**config.mk**
```make
export PLATFORM = sky130hd
export DESIGN_NAME = rcc_vsw_top
export DESIGN_NICKNAME = d
export VERILOG_FILES = /design/src/verilog/rcc_vsw_pkg.sv /design/src/verilog/lse_monitor.sv /design/src/verilog/rcc_reg_access.sv /design/src/verilog/rcc_vsw_reg.sv /design/src/verilog/rcc_vsw_top.sv /design/src/verilog/rtc_clk_select.sv
export SDC_FILE = /design/constraint.sdc
export NUM_CORES = 1
export LEC_CHECK = 0
export ABC_AREA = 1
export BUFFER_PORTS_ARGS = -buffer_cell sky130_fd_sc_hd__buf_2
export CAP_MARGIN = 15
export CORE_UTILIZATION = 30
export CTS_CLUSTER_SIZE = 30
export DETAILED_ROUTE_END_ITERATION = 10
export MAX_ROUTING_LAYER = met4
export PLACE_DENSITY = 0.63
export SLEW_MARGIN = 25
export SYNTH_ARGS = -nofsm -noshare
export SYNTH_HDL_FRONTEND = slang
export SYNTH_HIERARCHICAL = 1
export SYNTH_SLANG_ARGS = --single-unit
```
**constraint.sdc**
```tcl
create_clock -name clk -period 1.7 [get_ports clk]
set_input_delay 0.17 -clock clk [delete_from_list [all_inputs] [get_ports clk]]
set_output_delay 0.17 -clock clk [all_outputs]
set_load 0.05 [all_outputs]
```
**src/verilog/rcc_vsw_pkg.sv**
```systemverilog
`default_nettype none

package rcc_vsw_pkg;

  // --------------------------------------------------------------------------
  // register bus
  // --------------------------------------------------------------------------
  localparam int bus_addr_w = 8;

  // word address of the backup-domain control register
  localparam logic [bus_addr_w-1:0] bdcr_addr = 8'h1c;

  // --------------------------------------------------------------------------
  // bdcr field positions
  // --------------------------------------------------------------------------
  // byte 0, lse control and css
  localparam int lseon_pos    = 0;
  localparam int lserdy_pos   = 1;
  localparam int lsebyp_pos   = 2;
  localparam int lsedrv_lsb   = 3;
  localparam int lsedrv_msb   = 4;
  localparam int lsecsson_pos = 5;
  localparam int lsecssd_pos  = 6;

  // byte 1, rtc clock
  localparam int rtcsel_lsb   = 8;
  localparam int rtcsel_msb   = 9;
  localparam int rtcen_pos    = 15;

  // byte 2, backup-domain reset
  localparam int bdrst_pos    = 16;

  // rtc clock source encoding
  typedef enum logic [1:0] {
    rtc_src_none = 2'b00,
    rtc_src_lse  = 2'b01,
    rtc_src_lsi  = 2'b10,
    rtc_src_hse  = 2'b11
  } rtc_src_e;

endpackage

`default_nettype wire

```
**src/verilog/lse_monitor.sv**
```systemverilog
`timescale 1ns/1ps
`default_nettype none

module lse_monitor #(
  parameter int lse_startup = 8,
  parameter int css_timeout = 64
) (
  input  logic clk,
  input  logic reset,
  input  logic lse_clk,
  input  logic lseon,
  input  logic lsebyp,
  input  logic lsecsson,
  output logic lse_rdy,
  output logic lse_edge,
  output logic lsecss_fail
);

  localparam int start_w = $clog2(lse_startup + 1);
  localparam int idle_w  = $clog2(css_timeout + 1);

  logic               lse_sync1;
  logic               lse_sync2;
  logic               lse_prev;
  logic [start_w-1:0] start_cnt;
  logic [idle_w-1:0]  idle_cnt;
  logic               css_armed;

  // --------------------------------------------------------------------------
  // lse level into the clk domain
  // --------------------------------------------------------------------------
  always_ff @(posedge clk) begin
    if (reset) begin
      lse_sync1 <= 1'b0;
      lse_sync2 <= 1'b0;
      lse_prev  <= 1'b0;
    end else begin
      lse_sync1 <= lse_clk;
      lse_sync2 <= lse_sync1;
      lse_prev  <= lse_sync2;
    end
  end

  // rising edge of the synced level
  assign lse_edge = lse_sync2 & ~lse_prev;

  // --------------------------------------------------------------------------
  // startup count
  // --------------------------------------------------------------------------
  always_ff @(posedge clk) begin
    if (reset || !lseon || lsecss_fail) begin
      start_cnt <= '0;
      lse_rdy   <= 1'b0;
    end else if (lse_edge && !lse_rdy) begin
      // bypass needs just one edge
      if (lsebyp || start_cnt == start_w'(lse_startup - 1)) begin
        lse_rdy <= 1'b1;
      end else begin
        start_cnt <= start_cnt + 1'b1;
      end
    end
  end

  // --------------------------------------------------------------------------
  // clock security
  // --------------------------------------------------------------------------
  assign css_armed = lsecsson & lse_rdy;

  // cycles since last edge, saturates at the timeout
  always_ff @(posedge clk) begin
    if (reset || !css_armed || lse_edge || lsecss_fail) begin
      idle_cnt <= '0;
    end else if (idle_cnt != idle_w'(css_timeout)) begin
      idle_cnt <= idle_cnt + 1'b1;
    end
  end

  // single pulse, the cycle after timeout is reached
  always_ff @(posedge clk) begin
    if (reset) begin
      lsecss_fail <= 1'b0;
    end else begin
      lsecss_fail <= css_armed && !lsecss_fail && (idle_cnt == idle_w'(css_timeout));
    end
  end

endmodule

`default_nettype wire

```
**src/verilog/rcc_reg_access.sv**
```systemverilog
`timescale 1ns/1ps
`default_nettype none

module rcc_reg_access (
  input  logic                                clk,
  input  logic                                reset,
  // register bus
  input  logic                                bus_wr,
  input  logic                                bus_rd,
  input  logic [rcc_vsw_pkg::bus_addr_w-1:0]  bus_addr,
  input  logic [31:0]                         bus_wdata,
  input  logic [3:0]                          bus_be,
  output logic [31:0]                         bus_rdata,
  // current field values for read back
  input  logic                                cur_bdrst,
  input  logic                                cur_rtcen,
  input  rcc_vsw_pkg::rtc_src_e               cur_rtcsel,
  input  logic                                cur_lserdy,
  input  logic                                cur_lsecssd,
  input  logic                                cur_lsecsson,
  input  logic [1:0]                          cur_lsedrv,
  input  logic                                cur_lsebyp,
  input  logic                                cur_lseon,
  // byte write enables
  output logic                                byte0_wren,
  output logic                                byte1_wren,
  output logic                                byte2_wren,
  // next field values
  output logic                                nxt_bdrst,
  output logic                                nxt_rtcen,
  output rcc_vsw_pkg::rtc_src_e               nxt_rtcsel,
  output logic                                nxt_lsecsson,
  output logic [1:0]                          nxt_lsedrv,
  output logic                                nxt_lsebyp,
  output logic                                nxt_lseon
);

  logic        addr_hit;
  logic [31:0] rd_word;

  // --------------------------------------------------------------------------
  // write decode
  // --------------------------------------------------------------------------
  assign addr_hit = (bus_addr == rcc_vsw_pkg::bdcr_addr);

  // byte 3 holds no fields, so bus_be[3] has no strobe
  assign byte0_wren = bus_wr & addr_hit & bus_be[0];
  assign byte1_wren = bus_wr & addr_hit & bus_be[1];
  assign byte2_wren = bus_wr & addr_hit & bus_be[2];

  // field slices, lserdy and lsecssd bits are dropped
  assign nxt_lseon    = bus_wdata[rcc_vsw_pkg::lseon_pos];
  assign nxt_lsebyp   = bus_wdata[rcc_vsw_pkg::lsebyp_pos];
  assign nxt_lsedrv   = bus_wdata[rcc_vsw_pkg::lsedrv_msb:rcc_vsw_pkg::lsedrv_lsb];
  assign nxt_lsecsson = bus_wdata[rcc_vsw_pkg::lsecsson_pos];
  assign nxt_rtcsel   = rcc_vsw_pkg::rtc_src_e'(
                          bus_wdata[rcc_vsw_pkg::rtcsel_msb:rcc_vsw_pkg::rtcsel_lsb]);
  assign nxt_rtcen    = bus_wdata[rcc_vsw_pkg::rtcen_pos];
  assign nxt_bdrst    = bus_wdata[rcc_vsw_pkg::bdrst_pos];

  // --------------------------------------------------------------------------
  // read path
  // --------------------------------------------------------------------------
  // pack bdcr, unused bits stay zero
  always_comb begin
    rd_word = '0;
    rd_word[rcc_vsw_pkg::lseon_pos]    = cur_lseon;
    rd_word[rcc_vsw_pkg::lserdy_pos]   = cur_lserdy;
    rd_word[rcc_vsw_pkg::lsebyp_pos]   = cur_lsebyp;
    rd_word[rcc_vsw_pkg::lsedrv_msb:rcc_vsw_pkg::lsedrv_lsb] = cur_lsedrv;
    rd_word[rcc_vsw_pkg::lsecsson_pos] = cur_lsecsson;
    rd_word[rcc_vsw_pkg::lsecssd_pos]  = cur_lsecssd;
    rd_word[rcc_vsw_pkg::rtcsel_msb:rcc_vsw_pkg::rtcsel_lsb] = cur_rtcsel;
    rd_word[rcc_vsw_pkg::rtcen_pos]    = cur_rtcen;
    rd_word[rcc_vsw_pkg::bdrst_pos]    = cur_bdrst;
  end

  // data valid the cycle after the strobe, held until next read
  always_ff @(posedge clk) begin
    if (reset) begin
      bus_rdata <= '0;
    end else if (bus_rd) begin
      bus_rdata <= addr_hit ? rd_word : 32'h0;
    end
  end

endmodule

`default_nettype wire

```
**src/verilog/rcc_vsw_reg.sv**
```systemverilog
`timescale 1ns/1ps
`default_nettype none

module rcc_vsw_reg (
  input  logic                   clk,
  input  logic                   reset,
  // write side
  input  logic                   byte0_wren,
  input  logic                   byte1_wren,
  input  logic                   byte2_wren,
  input  logic                   nxt_bdrst,
  input  logic                   nxt_rtcen,
  input  rcc_vsw_pkg::rtc_src_e  nxt_rtcsel,
  input  logic                   nxt_lsecsson,
  input  logic [1:0]             nxt_lsedrv,
  input  logic                   nxt_lsebyp,
  input  logic                   nxt_lseon,
  // status from the lse monitor
  input  logic                   lse_rdy,
  input  logic                   lsecss_fail,
  // stored fields
  output logic                   cur_bdrst,
  output logic                   cur_rtcen,
  output rcc_vsw_pkg::rtc_src_e  cur_rtcsel,
  output logic                   cur_lserdy,
  output logic                   cur_lsecssd,
  output logic                   cur_lsecsson,
  output logic [1:0]             cur_lsedrv,
  output logic                   cur_lsebyp,
  output logic                   cur_lseon
);

  // rtcsel already written with a nonzero source
  logic rtcsel_lock;
  // backup domain held in reset, also on the edge that sets bdrst
  logic bd_clr;

  assign bd_clr = cur_bdrst | (byte2_wren & nxt_bdrst);

  // --------------------------------------------------------------------------
  // bdrst, byte 2, plain rw
  // --------------------------------------------------------------------------
  always_ff @(posedge clk) begin
    if (reset) begin
      cur_bdrst <= 1'b0;
    end else if (byte2_wren) begin
      cur_bdrst <= nxt_bdrst;
    end
  end

  // --------------------------------------------------------------------------
  // byte 0, lse control
  // --------------------------------------------------------------------------
  always_ff @(posedge clk) begin
    if (reset || bd_clr) begin
      cur_lseon    <= 1'b0;
      cur_lsebyp   <= 1'b0;
      cur_lsedrv   <= 2'b00;
      cur_lsecsson <= 1'b0;
    end else begin
      if (byte0_wren) begin
        cur_lseon  <= nxt_lseon;
        cur_lsebyp <= nxt_lsebyp;
        cur_lsedrv <= nxt_lsedrv;
      end
      // set only by software, a failure clears it
      if (lsecss_fail) begin
        cur_lsecsson <= 1'b0;
      end else if (byte0_wren && nxt_lsecsson) begin
        cur_lsecsson <= 1'b1;
      end
    end
  end

  // sticky failure flag, gone only with reset or bdrst
  always_ff @(posedge clk) begin
    if (reset || bd_clr) begin
      cur_lsecssd <= 1'b0;
    end else if (lsecss_fail) begin
      cur_lsecssd <= 1'b1;
    end
  end

  // ready only counts while the oscillator is on
  assign cur_lserdy = lse_rdy & cur_lseon;

  // --------------------------------------------------------------------------
  // byte 1, rtc clock
  // --------------------------------------------------------------------------
  always_ff @(posedge clk) begin
    if (reset || bd_clr) begin
      cur_rtcen <= 1'b0;
    end else if (byte1_wren) begin
      cur_rtcen <= nxt_rtcen;
    end
  end

  // write once, a zero write keeps it open
  // failure unlocks so software can move off the dead lse
  always_ff @(posedge clk) begin
    if (reset || bd_clr) begin
      cur_rtcsel  <= rcc_vsw_pkg::rtc_src_none;
      rtcsel_lock <= 1'b0;
    end else if (lsecss_fail) begin
      rtcsel_lock <= 1'b0;
    end else if (byte1_wren && !rtcsel_lock) begin
      cur_rtcsel  <= nxt_rtcsel;
      rtcsel_lock <= (nxt_rtcsel != rcc_vsw_pkg::rtc_src_none);
    end
  end

endmodule

`default_nettype wire

```
**src/verilog/rcc_vsw_top.sv**
```systemverilog
`timescale 1ns/1ps
`default_nettype none

module rcc_vsw_top #(
  parameter int lse_startup = 8,
  parameter int css_timeout = 64,
  parameter int hse_div     = 32
) (
  input  logic                               clk,
  input  logic                               reset,
  // register bus
  input  logic                               bus_wr,
  input  logic                               bus_rd,
  input  logic [rcc_vsw_pkg::bus_addr_w-1:0] bus_addr,
  input  logic [31:0]                        bus_wdata,
  input  logic [3:0]                         bus_be,
  output logic [31:0]                        bus_rdata,
  // oscillators
  input  logic                               lse_clk,
  input  logic                               lsi_tick,
  input  logic                               hse_tick,
  // lse pad controls
  output logic                               lseon,
  output logic                               lsebyp,
  output logic [1:0]                         lsedrv,
  output logic                               lsecss_irq,
  output logic                               rtc_tick
);

  logic                  byte0_wren;
  logic                  byte1_wren;
  logic                  byte2_wren;
  logic                  nxt_bdrst;
  logic                  nxt_rtcen;
  rcc_vsw_pkg::rtc_src_e nxt_rtcsel;
  logic                  nxt_lsecsson;
  logic [1:0]            nxt_lsedrv;
  logic                  nxt_lsebyp;
  logic                  nxt_lseon;
  logic                  cur_bdrst;
  logic                  cur_rtcen;
  rcc_vsw_pkg::rtc_src_e cur_rtcsel;
  logic                  cur_lserdy;
  logic                  cur_lsecssd;
  logic                  cur_lsecsson;
  logic                  lse_rdy;
  logic                  lse_edge;
  logic                  lsecss_fail;

  // failure pulse goes straight out as the interrupt
  assign lsecss_irq = lsecss_fail;

  // --------------------------------------------------------------------------
  // register access and storage
  // --------------------------------------------------------------------------
  rcc_reg_access i_rcc_reg_access (
    .clk          (clk),
    .reset        (reset),
    .bus_wr       (bus_wr),
    .bus_rd       (bus_rd),
    .bus_addr     (bus_addr),
    .bus_wdata    (bus_wdata),
    .bus_be       (bus_be),
    .bus_rdata    (bus_rdata),
    .cur_bdrst    (cur_bdrst),
    .cur_rtcen    (cur_rtcen),
    .cur_rtcsel   (cur_rtcsel),
    .cur_lserdy   (cur_lserdy),
    .cur_lsecssd  (cur_lsecssd),
    .cur_lsecsson (cur_lsecsson),
    .cur_lsedrv   (lsedrv),
    .cur_lsebyp   (lsebyp),
    .cur_lseon    (lseon),
    .byte0_wren   (byte0_wren),
    .byte1_wren   (byte1_wren),
    .byte2_wren   (byte2_wren),
    .nxt_bdrst    (nxt_bdrst),
    .nxt_rtcen    (nxt_rtcen),
    .nxt_rtcsel   (nxt_rtcsel),
    .nxt_lsecsson (nxt_lsecsson),
    .nxt_lsedrv   (nxt_lsedrv),
    .nxt_lsebyp   (nxt_lsebyp),
    .nxt_lseon    (nxt_lseon)
  );

  rcc_vsw_reg i_rcc_vsw_reg (
    .clk          (clk),
    .reset        (reset),
    .byte0_wren   (byte0_wren),
    .byte1_wren   (byte1_wren),
    .byte2_wren   (byte2_wren),
    .nxt_bdrst    (nxt_bdrst),
    .nxt_rtcen    (nxt_rtcen),
    .nxt_rtcsel   (nxt_rtcsel),
    .nxt_lsecsson (nxt_lsecsson),
    .nxt_lsedrv   (nxt_lsedrv),
    .nxt_lsebyp   (nxt_lsebyp),
    .nxt_lseon    (nxt_lseon),
    .lse_rdy      (lse_rdy),
    .lsecss_fail  (lsecss_fail),
    .cur_bdrst    (cur_bdrst),
    .cur_rtcen    (cur_rtcen),
    .cur_rtcsel   (cur_rtcsel),
    .cur_lserdy   (cur_lserdy),
    .cur_lsecssd  (cur_lsecssd),
    .cur_lsecsson (cur_lsecsson),
    .cur_lsedrv   (lsedrv),
    .cur_lsebyp   (lsebyp),
    .cur_lseon    (lseon)
  );

  // --------------------------------------------------------------------------
  // lse monitor and rtc clock
  // --------------------------------------------------------------------------
  lse_monitor #(
    .lse_startup (lse_startup),
    .css_timeout (css_timeout)
  ) i_lse_monitor (
    .clk         (clk),
    .reset       (reset),
    .lse_clk     (lse_clk),
    .lseon       (lseon),
    .lsebyp      (lsebyp),
    .lsecsson    (cur_lsecsson),
    .lse_rdy     (lse_rdy),
    .lse_edge    (lse_edge),
    .lsecss_fail (lsecss_fail)
  );

  rtc_clk_select #(
    .hse_div (hse_div)
  ) i_rtc_clk_select (
    .clk      (clk),
    .reset    (reset),
    .rtcsel   (cur_rtcsel),
    .rtcen    (cur_rtcen),
    .lse_rdy  (lse_rdy),
    .lse_edge (lse_edge),
    .lsi_tick (lsi_tick),
    .hse_tick (hse_tick),
    .rtc_tick (rtc_tick)
  );

endmodule

`default_nettype wire

```
**src/verilog/rtc_clk_select.sv**
```systemverilog
`timescale 1ns/1ps
`default_nettype none

module rtc_clk_select #(
  parameter int hse_div = 32
) (
  input  logic                  clk,
  input  logic                  reset,
  input  rcc_vsw_pkg::rtc_src_e rtcsel,
  input  logic                  rtcen,
  input  logic                  lse_rdy,
  input  logic                  lse_edge,
  input  logic                  lsi_tick,
  input  logic                  hse_tick,
  output logic                  rtc_tick
);

  localparam int div_w = (hse_div > 1) ? $clog2(hse_div) : 1;

  logic [div_w-1:0] hse_cnt;
  logic             hse_strobe;
  logic             src_strobe;
  logic             src_q;

  // --------------------------------------------------------------------------
  // hse prescaler
  // --------------------------------------------------------------------------
  always_ff @(posedge clk) begin
    if (reset) begin
      hse_cnt    <= '0;
      hse_strobe <= 1'b0;
    end else begin
      hse_strobe <= 1'b0;
      if (hse_tick) begin
        if (hse_cnt == div_w'(hse_div - 1)) begin
          hse_cnt    <= '0;
          hse_strobe <= 1'b1;
        end else begin
          hse_cnt <= hse_cnt + 1'b1;
        end
      end
    end
  end

  // --------------------------------------------------------------------------
  // source mux and gating
  // --------------------------------------------------------------------------
  always_comb begin
    unique case (rtcsel)
      rcc_vsw_pkg::rtc_src_lse: src_strobe = lse_edge & lse_rdy;
      rcc_vsw_pkg::rtc_src_lsi: src_strobe = lsi_tick;
      rcc_vsw_pkg::rtc_src_hse: src_strobe = hse_strobe;
      default:                  src_strobe = 1'b0;
    endcase
  end

  // two stages, source to tick
  always_ff @(posedge clk) begin
    if (reset) begin
      src_q    <= 1'b0;
      rtc_tick <= 1'b0;
    end else begin
      src_q    <= src_strobe & rtcen;
      rtc_tick <= src_q;
    end
  end

endmodule

`default_nettype wire
```
==> impl_metrics.env, run 1 <==
export IMPL_status="finished, final reports clean"
export IMPL_die_w_um=89.0
export IMPL_synth_top_area_share_pct=40.6
export IMPL_peakVddDrop_v=0.000288
export IMPL_intPower_mw=1.45
export IMPL_dr_total_vias=1780
export IMPL_synth_largest_area_cell="dfxtp_1"
export IMPL_fin_skew_ns=0.0120
export IMPL_final_max_slew_violation_count=0
export IMPL_cts_tree="done"
export IMPL_endpoint="i_rtc_clk_select/hse_cnt[0]"
export IMPL_ys_types=30
export IMPL_cts_sinks=46
export IMPL_htree_levels=2
export IMPL_worstSetupPathType="reg2reg"
export IMPL_hold_class="in2reg"
export IMPL_die_area_um2=7920
export IMPL_seqPwrFrac_pct=53.7
export IMPL_die_y_um=89.0
export IMPL_synth_seq_cells=46
export IMPL_p_leak_nw=1.11
export IMPL_postSynthAreaPerCell_um2=7.62
export IMPL_numCtsBuffers=5
export IMPL_ys_flop_type="dfxtp_1"
export IMPL_drt_iter0_drc=60
export IMPL_synth_cell_area_um2=2270
export IMPL_antenna_found_initial=0
export IMPL_hold_path_startpoint="lse_clk"
export IMPL_rsz0062_at_grt="no"
export IMPL_grt_overflow=0
export IMPL_via_per_inst=4.10
export IMPL_path_clk_slew_ns=0.09
export IMPL_ctsLongestPathBuffers=2
export IMPL_num_rows=31
export IMPL_dpl_cell_count=426
export IMPL_worstPathRequired_ns=1.94
export IMPL_async_flop_share_pct=0
export IMPL_crit_path_start_kind="flip-flop"
export IMPL_rr_endpoint="i_rtc_clk_select/hse_cnt[0]"
export IMPL_dr_pass1_iters=4
export IMPL_ioPinCount=89
export IMPL_dp_hpwl_um=3100
export IMPL_fin_setup_tns_ns=0
export IMPL_cts_root_buf="clkbuf_8"
export IMPL_start_util_pct=31.1
export IMPL_r2r_cells=6
export IMPL_finalSetupViolations=0
export IMPL_grt_max_degree=23
export IMPL_placement_io_buffers=43
export IMPL_drc_errors=0
export IMPL_core_area_um2=7290
export IMPL_drv_cap=0
export IMPL_fillers=801
export IMPL_busiest_layer="met2"
export IMPL_wl_per_cell_um=9.28
export IMPL_synth_area_top_cells="dfxtp_1 41%, buf_4 11%, nand2_1 8.1%"
export IMPL_postCtsSetupBuffers=0
export IMPL_drive_gt1_share_pct=23.0
export IMPL_cp_arrival_ns=1.59
export IMPL_gp_congestion=0.812
export IMPL_rrSetupSlack_ns=0.35
export IMPL_synth_edf_count=0
export IMPL_grt_util_met3_pct=2.86
export IMPL_post_route_util_pct=34.7
export IMPL_synth_seq_area_share_pct=40.6
export IMPL_drtAntennaViolNets=0
export IMPL_grt_pass1_wl_um=6960
export IMPL_synthToLayoutAreaGrowth_pct=11.4
export IMPL_nNetsFinal=390
export IMPL_clockPowerShare_pct=33.3
export IMPL_track_usage_pct=11.7
export IMPL_powerDensity_nw_per_um2=815
export IMPL_hold_viol=0
export IMPL_synth_cells=298
export IMPL_diodes=0
export IMPL_period_share_pct=79.3
export IMPL_met1_usage_pct=13.3
export IMPL_r2r_start="i_rtc_clk_select/hse_cnt[0]"
export IMPL_first_global_vias=1624
export IMPL_routed_wl_um=4030
export IMPL_grt_use_met2_pct=19.7
export IMPL_holdBufCountCts=0
export IMPL_final_cells=434
export IMPL_comb_power_share_pct=13.0
export IMPL_cp_end_kind="flip-flop"
export IMPL_cts_repair_resized=0
export IMPL_p_sw_share_pct=29.8
export IMPL_fin_crit_ns=1.35
export IMPL_timing_fmax_ghz=0.742
export IMPL_startpoint="i_rtc_clk_select/hse_cnt[0]"
export IMPL_clock_latency_ns=0.31
export IMPL_p_sw_mw=0.614
export IMPL_path_max_fanout=3
export IMPL_ys_warn_count=6
[cell usage in the layout, fill, tap and decap left out, drive strengths merged]
cell type	netlist	routed
nand2	53	53
dfxtp	46	46
buf	34	45
nor2	42	42
inv	38	39
a21oi	28	28
conb	1	21
nand3	21	21
o21ai	13	13
clkbuf	2	5
nand4	5	5
ha	5	5
xor2	3	3
clkinvlp	0	2
xnor2	2	2
nor3b	1	1
o21a	1	1
and3	1	1
nor3	1	1
o21bai	1	1
[area by class of cell]
| cell class | instances | area [um^2] | area share, % |
|---|---|---|---|
| flip-flops and latches | 46 | 921 | 36.4 |
| clock inverters | 3 | 23.8 | 0.941 |
| clock buffers | 5 | 68.8 | 2.72 |
| inverters | 38 | 143 | 5.64 |
| well taps | 99 | 124 | 4.90 |
| repair buffers | 45 | 230 | 9.11 |
| multi-input cells | 198 | 1020 | 40.2 |
[state kept, by name, indices dropped and copies added, names as in the netlist]
| name | count |
|---|---|
| i_rcc_vsw_reg/cur_lsecssd | 1 |
| i_rcc_vsw_reg/cur_rtcsel | 2 |
| i_rcc_vsw_reg/cur_rtcen | 1 |
| i_lse_monitor/lse_prev | 1 |
| i_lse_monitor/lse_rdy | 1 |
| i_rcc_vsw_reg/rtcsel_lock | 1 |
| i_rcc_reg_access/bus_rdata | 11 |
| i_rcc_vsw_reg/cur_bdrst | 1 |
| i_rcc_vsw_reg/cur_lsecsson | 1 |
| i_rtc_clk_select/src_q | 1 |
| i_lse_monitor/lse_sync1 | 1 |
| i_rtc_clk_select/rtc_tick | 1 |
| i_lse_monitor/lse_sync2 | 1 |
| i_lse_monitor/start_cnt | 4 |
| i_rtc_clk_select/hse_cnt | 5 |
| i_rcc_vsw_reg/cur_lsedrv | 2 |
| i_rcc_vsw_reg/cur_lseon | 1 |
| i_lse_monitor/idle_cnt | 7 |
| i_rcc_vsw_reg/cur_lsebyp | 1 |
| i_lse_monitor/lsecss_fail | 1 |
| i_rtc_clk_select/hse_strobe | 1 |
[cell usage after synthesis, types with 3 or more instances]
| library cell | instances |
|---|---|
| xor2_1 | 3 |
| dfxtp_1 | 46 |
| nand3_1 | 19 |
| ha_1 | 5 |
| a21oi_1 | 27 |
| inv_1 | 33 |
| o21ai_0 | 13 |
| nand4_1 | 5 |
| inv_2 | 5 |
| nor2_1 | 32 |
| nand2_1 | 49 |
| nor2_2 | 7 |
| buf_4 | 32 |
[stage by stage]
stage | power, mW | area, um^2 | setup slack, ns | hold slack [ns]
finish | 2.06 | 2530 | 0.353 | 0.0546
global route | 2.17 | 2530 | 0.260 | 0.0488
detailed placement | 1.40 | 2430 | 0.347 | 0.375
global placement | 1.40 | 2430 | 0.363 | 0.379
CTS | 2.10 | 2530 | 0.340 | 0.0429
floorplan | 1.40 | 2340 | 0.448 | 0.239
[power groups by stage]
stage | combinational, mW | clock, mW | sequential (mW)
after floorplan | 0.222 | 0 | 1.18
after global placement | 0.266 | 0 | 1.13
after detailed placement | 0.268 | 0 | 1.13
after CTS | 0.269 | 0.722 | 1.11
after global routing | 0.292 | 0.768 | 1.11
final | 0.267 | 0.685 | 1.11
[logic make-up after synthesis]
logic type,Yosys count,share of synthesized area (%)
other,1,0.165
DFF,46,40.6
and+or+nand+nor,124,26.8
AOI/OAI and AO/OA,43,9.87
xor gates and xnor gates,5,1.93
buffers and inverters,74,17.9
adders and majority gates,5,2.76
[layer usage]
metal | share of wire [%] | vias to the layer above | wire length, um
li1 | - | 955 | -
met1 | 47 | 767 | 1900
met2 | 46 | 50 | 1840
met3 | 5.3 | 8 | 213
met4 | 1.8 | 0 | 72
met5 | 0 | - | 0
[how the worst min path moves through the flow]
stage          slack [ns]  depth (start not counted)                     endpoint
2_1_floorplan        0.24                          1  i_rtc_clk_select/hse_cnt[1]
3_3_place_gp         0.38                          3      i_lse_monitor/lse_sync1
3_5_place_dp         0.37                          3      i_lse_monitor/lse_sync1
4_1_cts              0.04                          3      i_lse_monitor/lse_sync1
5_1_grt              0.05                          3      i_lse_monitor/lse_sync1
6_report             0.05                          3      i_lse_monitor/lse_sync1
[worst max-delay path, cell delays in order, from the launching register on]
cell and delay [ns]:
dfxtp_1 0.36, ha_1 0.22, and3_1 0.18, ha_1 0.20, a21oi_2 0.15, inv_1 0.07, nor3_2 0.10
Power figures use the tool's default switching activity.
==> inputs of run 2 (changes only) <==
Clock period 1.7 ns to 1.4 ns, I/O delays scaled along.
==> run 2 against run 1 <==
Net effect:
- non-clock buffer count is 3 higher
- global-route usage is essentially flat
- clock skew about the same
- sequential share of layout area down 0.50 points
- maximum frequency grew 5.8%
- count of clock-buffer cells in the layout rose by 2
- hold slack lost 0.0083 ns
- sequential cell count unchanged
- via count increased by 1.5%
- combinational power is 23% higher
- critical endpoint unchanged
==> impl_metrics.env, run 2 (same netlist as run 1, synthesis figures left out) <==
export IMPL_p_leak_nw=1.14
export IMPL_die_y_um=89.0
export IMPL_critPathMaxStageDelay_ns=0.34
export IMPL_cts_sinks=46
export IMPL_track_usage_pct=11.7
export IMPL_routed_wl_um=4130
export IMPL_die_w_um=89.0
export IMPL_rsz0062_at_grt="no"
export IMPL_wl_met2_um=1910
export IMPL_placement_io_buffers=43
export IMPL_ctsLongestPathBuffers=2
export IMPL_drc_errors=0
export IMPL_timing_fmax_ghz=0.785
export IMPL_whs_path_depth=3
export IMPL_path_clk_slew_ns=0.08
export IMPL_core_area_um2=7290
export IMPL_drive_gt1_share_pct=24.6
export IMPL_grt_max_degree=23
export IMPL_hold_path_startpoint="lse_clk"
export IMPL_drv_cap=0
export IMPL_wl_per_cell_um=9.45
export IMPL_drt_iter0_drc=67
export IMPL_power_mw=2.56
export IMPL_num_rows=31
export IMPL_final_cell_area_um2=2570
export IMPL_clock_latency_ns=0.30
export IMPL_antenna_found_initial=0
export IMPL_whs_endpoint="i_lse_monitor/lse_sync1"
export IMPL_peakVddDrop_v=0.000417
export IMPL_period_share_pct=91.0
export IMPL_largest_register="i_rcc_reg_access/bus_rdata"
export IMPL_drtAntennaViolNets=0
export IMPL_cts_root_buf="clkbuf_8"
export IMPL_register_area_um2=922
export IMPL_critPathTopFamily="adder cells"
export IMPL_nNetsFinal=393
export IMPL_critPathBufInv=1
export IMPL_finalSetupViolations=0
export IMPL_final_cell_mix="49 x nand2_1, 45 x dfxtp_1, 43 x buf_2, 32 x inv_1, 32 x nor2_1"
export IMPL_slowest_stage="dfxtp_2"
export IMPL_fillers=790
export IMPL_r2r_cells=6
export IMPL_hold_viol=0
export IMPL_status="finished, final reports clean"
export IMPL_htree_levels=2
export IMPL_postCtsSetupBuffers=0
export IMPL_start_util_pct=31.1
export IMPL_path_max_fanout=3
export IMPL_largest_reg_flops=11
export IMPL_holdBufCountCts=0
export IMPL_numCtsBuffers=5
export IMPL_cp_end_kind="flip-flop"
export IMPL_r2r_start="i_rtc_clk_select/hse_cnt[0]"
export IMPL_worstSetupPathType="reg2reg"
export IMPL_final_max_slew_violation_count=0
export IMPL_top_regs="i_rcc_reg_access/bus_rdata (11), i_lse_monitor/idle_cnt (7), i_rtc_clk_select/hse_cnt (5)"
export IMPL_routed_top_layer="met4"
export IMPL_ioPinCount=89
export IMPL_first_global_vias=1629
export IMPL_die_area_um2=7920
export IMPL_grt_overflow=0
export IMPL_wl_met3_um=243
export IMPL_cp_arrival_ns=1.49
export IMPL_dr_pass1_iters=4
export IMPL_cts_repair_resized=0
export IMPL_powerDensity_nw_per_um2=997
export IMPL_diodes=0
export IMPL_fin_setup_tns_ns=0
export IMPL_synthToLayoutAreaGrowth_pct=13.1
export IMPL_fin_skew_ns=0.0123
export IMPL_place_area_um2=2460
export IMPL_m1WireLength_um=1920
export IMPL_multi_input_area_um2=1020
export IMPL_grt_pass1_wl_um=6970
export IMPL_dr_total_vias=1806
export IMPL_worstPathRequired_ns=1.61
export IMPL_hold_class="in2reg"
export IMPL_rr_endpoint="i_rtc_clk_select/hse_cnt[0]"
export IMPL_gp_congestion=0.777
export IMPL_crit_path_start_kind="flip-flop"
export IMPL_worstPathCellList="ha_1 > and3_1 > ha_2 > a21oi_2 > inv_2 > nor3_2"
export IMPL_final_common_cell="nand2_1"
export IMPL_fin_crit_ns=1.27
export IMPL_via_per_inst=4.13
export IMPL_dp_hpwl_um=3220
export IMPL_cts_tree="done"
export IMPL_rrSetupSlack_ns=0.13
## run 2: power breakdown
group          switching [mW]  internal, mW  leakage, nW
clock                   0.432         0.452       0.0544
sequential             0.0131          1.33        0.374
combinational           0.259        0.0691        0.710
## run 2: final cells by class
cell class                      count  area share (%)
Clock buffer                        7            3.75
Clock inverter                      1           0.341
Multi-Input combinational cell    198            39.7
Inverter                           38            5.56
Timing Repair Buffer               48            9.85
Sequential cell                    46            35.9
Tap cell                           99            4.83
## run 2: worst min-delay path: cells and delay by family
kind,cells,cell delay [ns]
AND/OR/NAND/NOR,1,0.03
buffers and inverters,2,0.14
## run 2: worst max path at each step
| stage | from | endpoint | slack (ns) | cells after the start |
|---|---|---|---|---|
| 2_1_floorplan | i_rtc_clk_select/hse_cnt[0] | i_rtc_clk_select/hse_cnt[0] | 0.15 | 6 |
| 3_3_place_gp | i_rtc_clk_select/hse_cnt[0] | i_rtc_clk_select/hse_cnt[0] | 0.09 | 6 |
| 3_5_place_dp | i_rtc_clk_select/hse_cnt[0] | i_rtc_clk_select/hse_cnt[0] | 0.07 | 6 |
| 4_1_cts | i_rtc_clk_select/hse_cnt[0] | i_rtc_clk_select/hse_cnt[0] | 0.05 | 6 |
| 5_1_grt | i_lse_monitor/idle_cnt[0] | i_lse_monitor/idle_cnt[0] | 0.009 | 7 |
| 6_report | i_rtc_clk_select/hse_cnt[0] | i_rtc_clk_select/hse_cnt[0] | 0.13 | 6 |
## run 2: per-stage QoR
stage                     utilization, %  setup slack, ns  std cells  hold WS [ns]
after floorplan                        -            0.148        318         0.209
after global placement              33.7           0.0895        429         0.350
after detailed placement            33.7           0.0719        429         0.351
after CTS                           35.1           0.0530        437        0.0392
after global routing                35.2          0.00851        437        0.0430
final                               35.2            0.126        437        0.0463
## run 2: per-layer routing
layer,GRT usage [%],up-vias
met2,21.0,51
met4,3.90,0
li1,-,967
met1,12.5,781
met5,-,-
met3,3.23,7
==> inputs of run 3 (changes only) <==
Settings changed: CORE_UTILIZATION 30 to 48, PLACE_DENSITY 0.63 to 0.88, RECOVER_POWER from default to 25.
==> run 3 against run 2 <==
Net effect:
- critical path depth is the same
- clock skew shrank 0.0043 ns
- global-route usage grew 5.7 points
- critical path type unchanged
- via count grew 0.72%
- die area shrank 37%
- first-iteration DRC count grew 66%
- final cell count shrank 11%
- count of clock-buffer cells in the layout shrank 2
- sequential cell count is the same
- register-to-register slack lost 0.05 ns
- the flow now finishes with violations (DRC)
- hold slack lost 0.010 ns
==> impl_metrics.env, run 3 (same netlist as run 1, synthesis figures left out) <==
export IMPL_period_share_pct=94.9
export IMPL_fin_skew_ns=0.00803
export IMPL_final_cell_mix="49 x nand2_1, 45 x dfxtp_1, 43 x buf_2, 34 x inv_1, 33 x nor2_1"
export IMPL_drt_iter0_drc=111
export IMPL_drtAntennaViolNets=0
export IMPL_wl_per_cell_um=10.2
export IMPL_peakVddDrop_v=0.000734
export IMPL_cp_end_kind="flip-flop"
export IMPL_fillers=394
export IMPL_r2r_start="i_rtc_clk_select/hse_cnt[0]"
export IMPL_dr_total_vias=1819
export IMPL_setup_ws_ns=0.0715
export IMPL_via_per_inst=4.69
export IMPL_die_y_um=70.8
export IMPL_holdBufCountCts=0
export IMPL_htree_levels=2
export IMPL_multi_input_area_um2=1020
export IMPL_top_regs="i_rcc_reg_access/bus_rdata (11), i_lse_monitor/idle_cnt (7), i_rtc_clk_select/hse_cnt (5)"
export IMPL_dr_pass1_iters=9
export IMPL_rrSetupSlack_ns=0.07
export IMPL_rr_endpoint="i_rtc_clk_select/hse_cnt[0]"
export IMPL_drive_gt1_share_pct=22.9
export IMPL_grt_max_degree=23
export IMPL_cts_root_buf="clkbuf_8"
export IMPL_final_cell_area_um2=2500
export IMPL_routed_wl_um=3970
export IMPL_largest_reg_flops=11
export IMPL_hold_ws_ns=0.0359
export IMPL_nNetsFinal=391
export IMPL_powerDensity_nw_per_um2=1060
export IMPL_hold_class="in2reg"
export IMPL_post_route_util_pct=56.2
export IMPL_hold_viol=0
export IMPL_first_global_vias=1666
export IMPL_hold_path_startpoint="lse_clk"
export IMPL_cts_repair_resized=0
export IMPL_cp_arrival_ns=1.55
export IMPL_p_leak_nw=1.13
export IMPL_die_w_um=70.8
export IMPL_timing_fmax_ghz=0.753
export IMPL_place_area_um2=2380
export IMPL_crit_path_start_kind="flip-flop"
export IMPL_start_util_pct=51.1
export IMPL_gp_congestion=0.776
export IMPL_num_rows=24
export IMPL_postCtsSetupBuffers=0
export IMPL_placement_io_buffers=43
export IMPL_ctsLongestPathBuffers=2
export IMPL_largest_register="i_rcc_reg_access/bus_rdata"
export IMPL_fin_crit_ns=1.33
export IMPL_numCtsBuffers=5
export IMPL_worstPathRequired_ns=1.63
export IMPL_finalSetupViolations=0
export IMPL_grt_overflow=0
export IMPL_drc_errors=14
export IMPL_final_max_slew_violation_count=0
export IMPL_cts_sinks=46
export IMPL_whs_endpoint="i_lse_monitor/lse_sync1"
export IMPL_core_area_um2=4440
export IMPL_path_max_fanout=3
export IMPL_status="complete, but fails checks"
export IMPL_violations="DRC"
export IMPL_clock_latency_ns=0.30
export IMPL_ioPinCount=89
export IMPL_synthToLayoutAreaGrowth_pct=9.98
export IMPL_cts_tree="done"
export IMPL_power_mw=2.65
export IMPL_drv_cap=0
export IMPL_grt_pass1_wl_um=6870
export IMPL_track_usage_pct=17.4
export IMPL_diodes=0
export IMPL_register_area_um2=925
export IMPL_worstSetupPathType="reg2reg"
export IMPL_antenna_found_initial=0
export IMPL_die_area_um2=5010
export IMPL_r2r_cells=6
export IMPL_dp_slack_ns=0.0508
export IMPL_dp_hpwl_um=3030
export IMPL_whs_path_depth=3
export IMPL_final_common_cell="nand2_1"
export IMPL_path_clk_slew_ns=0.08
## run 3: cell count changes in the layout (fill, tap and decap cells not counted), moves of 2 or more
cell	previous run	this run
clkbuf_8	7	5
inv_1	32	34
buf_4	5	2
inv_2	6	4
## run 3: cell type report
| type | count | share of cell area (%) |
|---|---|---|
| clock inverters | 3 | 1.75 |
| well taps | 52 | 2.61 |
| repair buffers | 46 | 9.37 |
| flip-flops and latches | 46 | 37.0 |
| clock buffers | 5 | 2.76 |
| multi-input cells | 198 | 40.8 |
| inverters | 38 | 5.71 |
## run 3: worst max path at each step
stage | startpoint | endpoint | slack, ns | cells after the start
detailed placement | i_rtc_clk_select/hse_cnt[0] | i_rtc_clk_select/hse_cnt[0] | 0.05 | 6
finish | i_rtc_clk_select/hse_cnt[0] | i_rtc_clk_select/hse_cnt[0] | 0.07 | 6
CTS | i_rtc_clk_select/hse_cnt[0] | i_rtc_clk_select/hse_cnt[0] | 0.03 | 6
global route | i_rtc_clk_select/hse_cnt[0] | i_rtc_clk_select/hse_cnt[0] | -0.005 | 6
floorplan | i_rtc_clk_select/hse_cnt[0] | i_rtc_clk_select/hse_cnt[0] | 0.15 | 6
global placement | i_rtc_clk_select/hse_cnt[0] | i_rtc_clk_select/hse_cnt[0] | 0.1 | 6
## run 3: worst max-delay path: stages (launching register included)
cell	delay [ns]
dfxtp_4	0.36
ha_1	0.20
and3_1	0.20
ha_2	0.19
a21oi_2	0.13
inv_1	0.08
nor3_2	0.10
## run 3: power breakdown
| group | switching, mW | total [mW] | internal [mW] |
|---|---|---|---|
| Combinational | 0.257 | 0.323 | 0.0663 |
| Sequential | 0.0128 | 1.34 | 1.33 |
| Clock | 0.447 | 0.981 | 0.535 |
| Total | 0.717 | 2.65 | 1.93 |
## run 3: metal layers
metal,wire length [um],track usage (%),part of all wire [%]
met1,1780,19.7,45
met2,1950,31.0,49
met3,196,3.42,4.9
met4,45,5.33,1.1
met5,0,-,0
## run 3: stage by stage
step | TNS, ns | std cells
after global routing | -0.00505 | 388
after CTS | 0 | 388
after floorplan | 0 | 318
final | 0 | 388
after detailed placement | 0 | 380
after global placement | 0 | 380
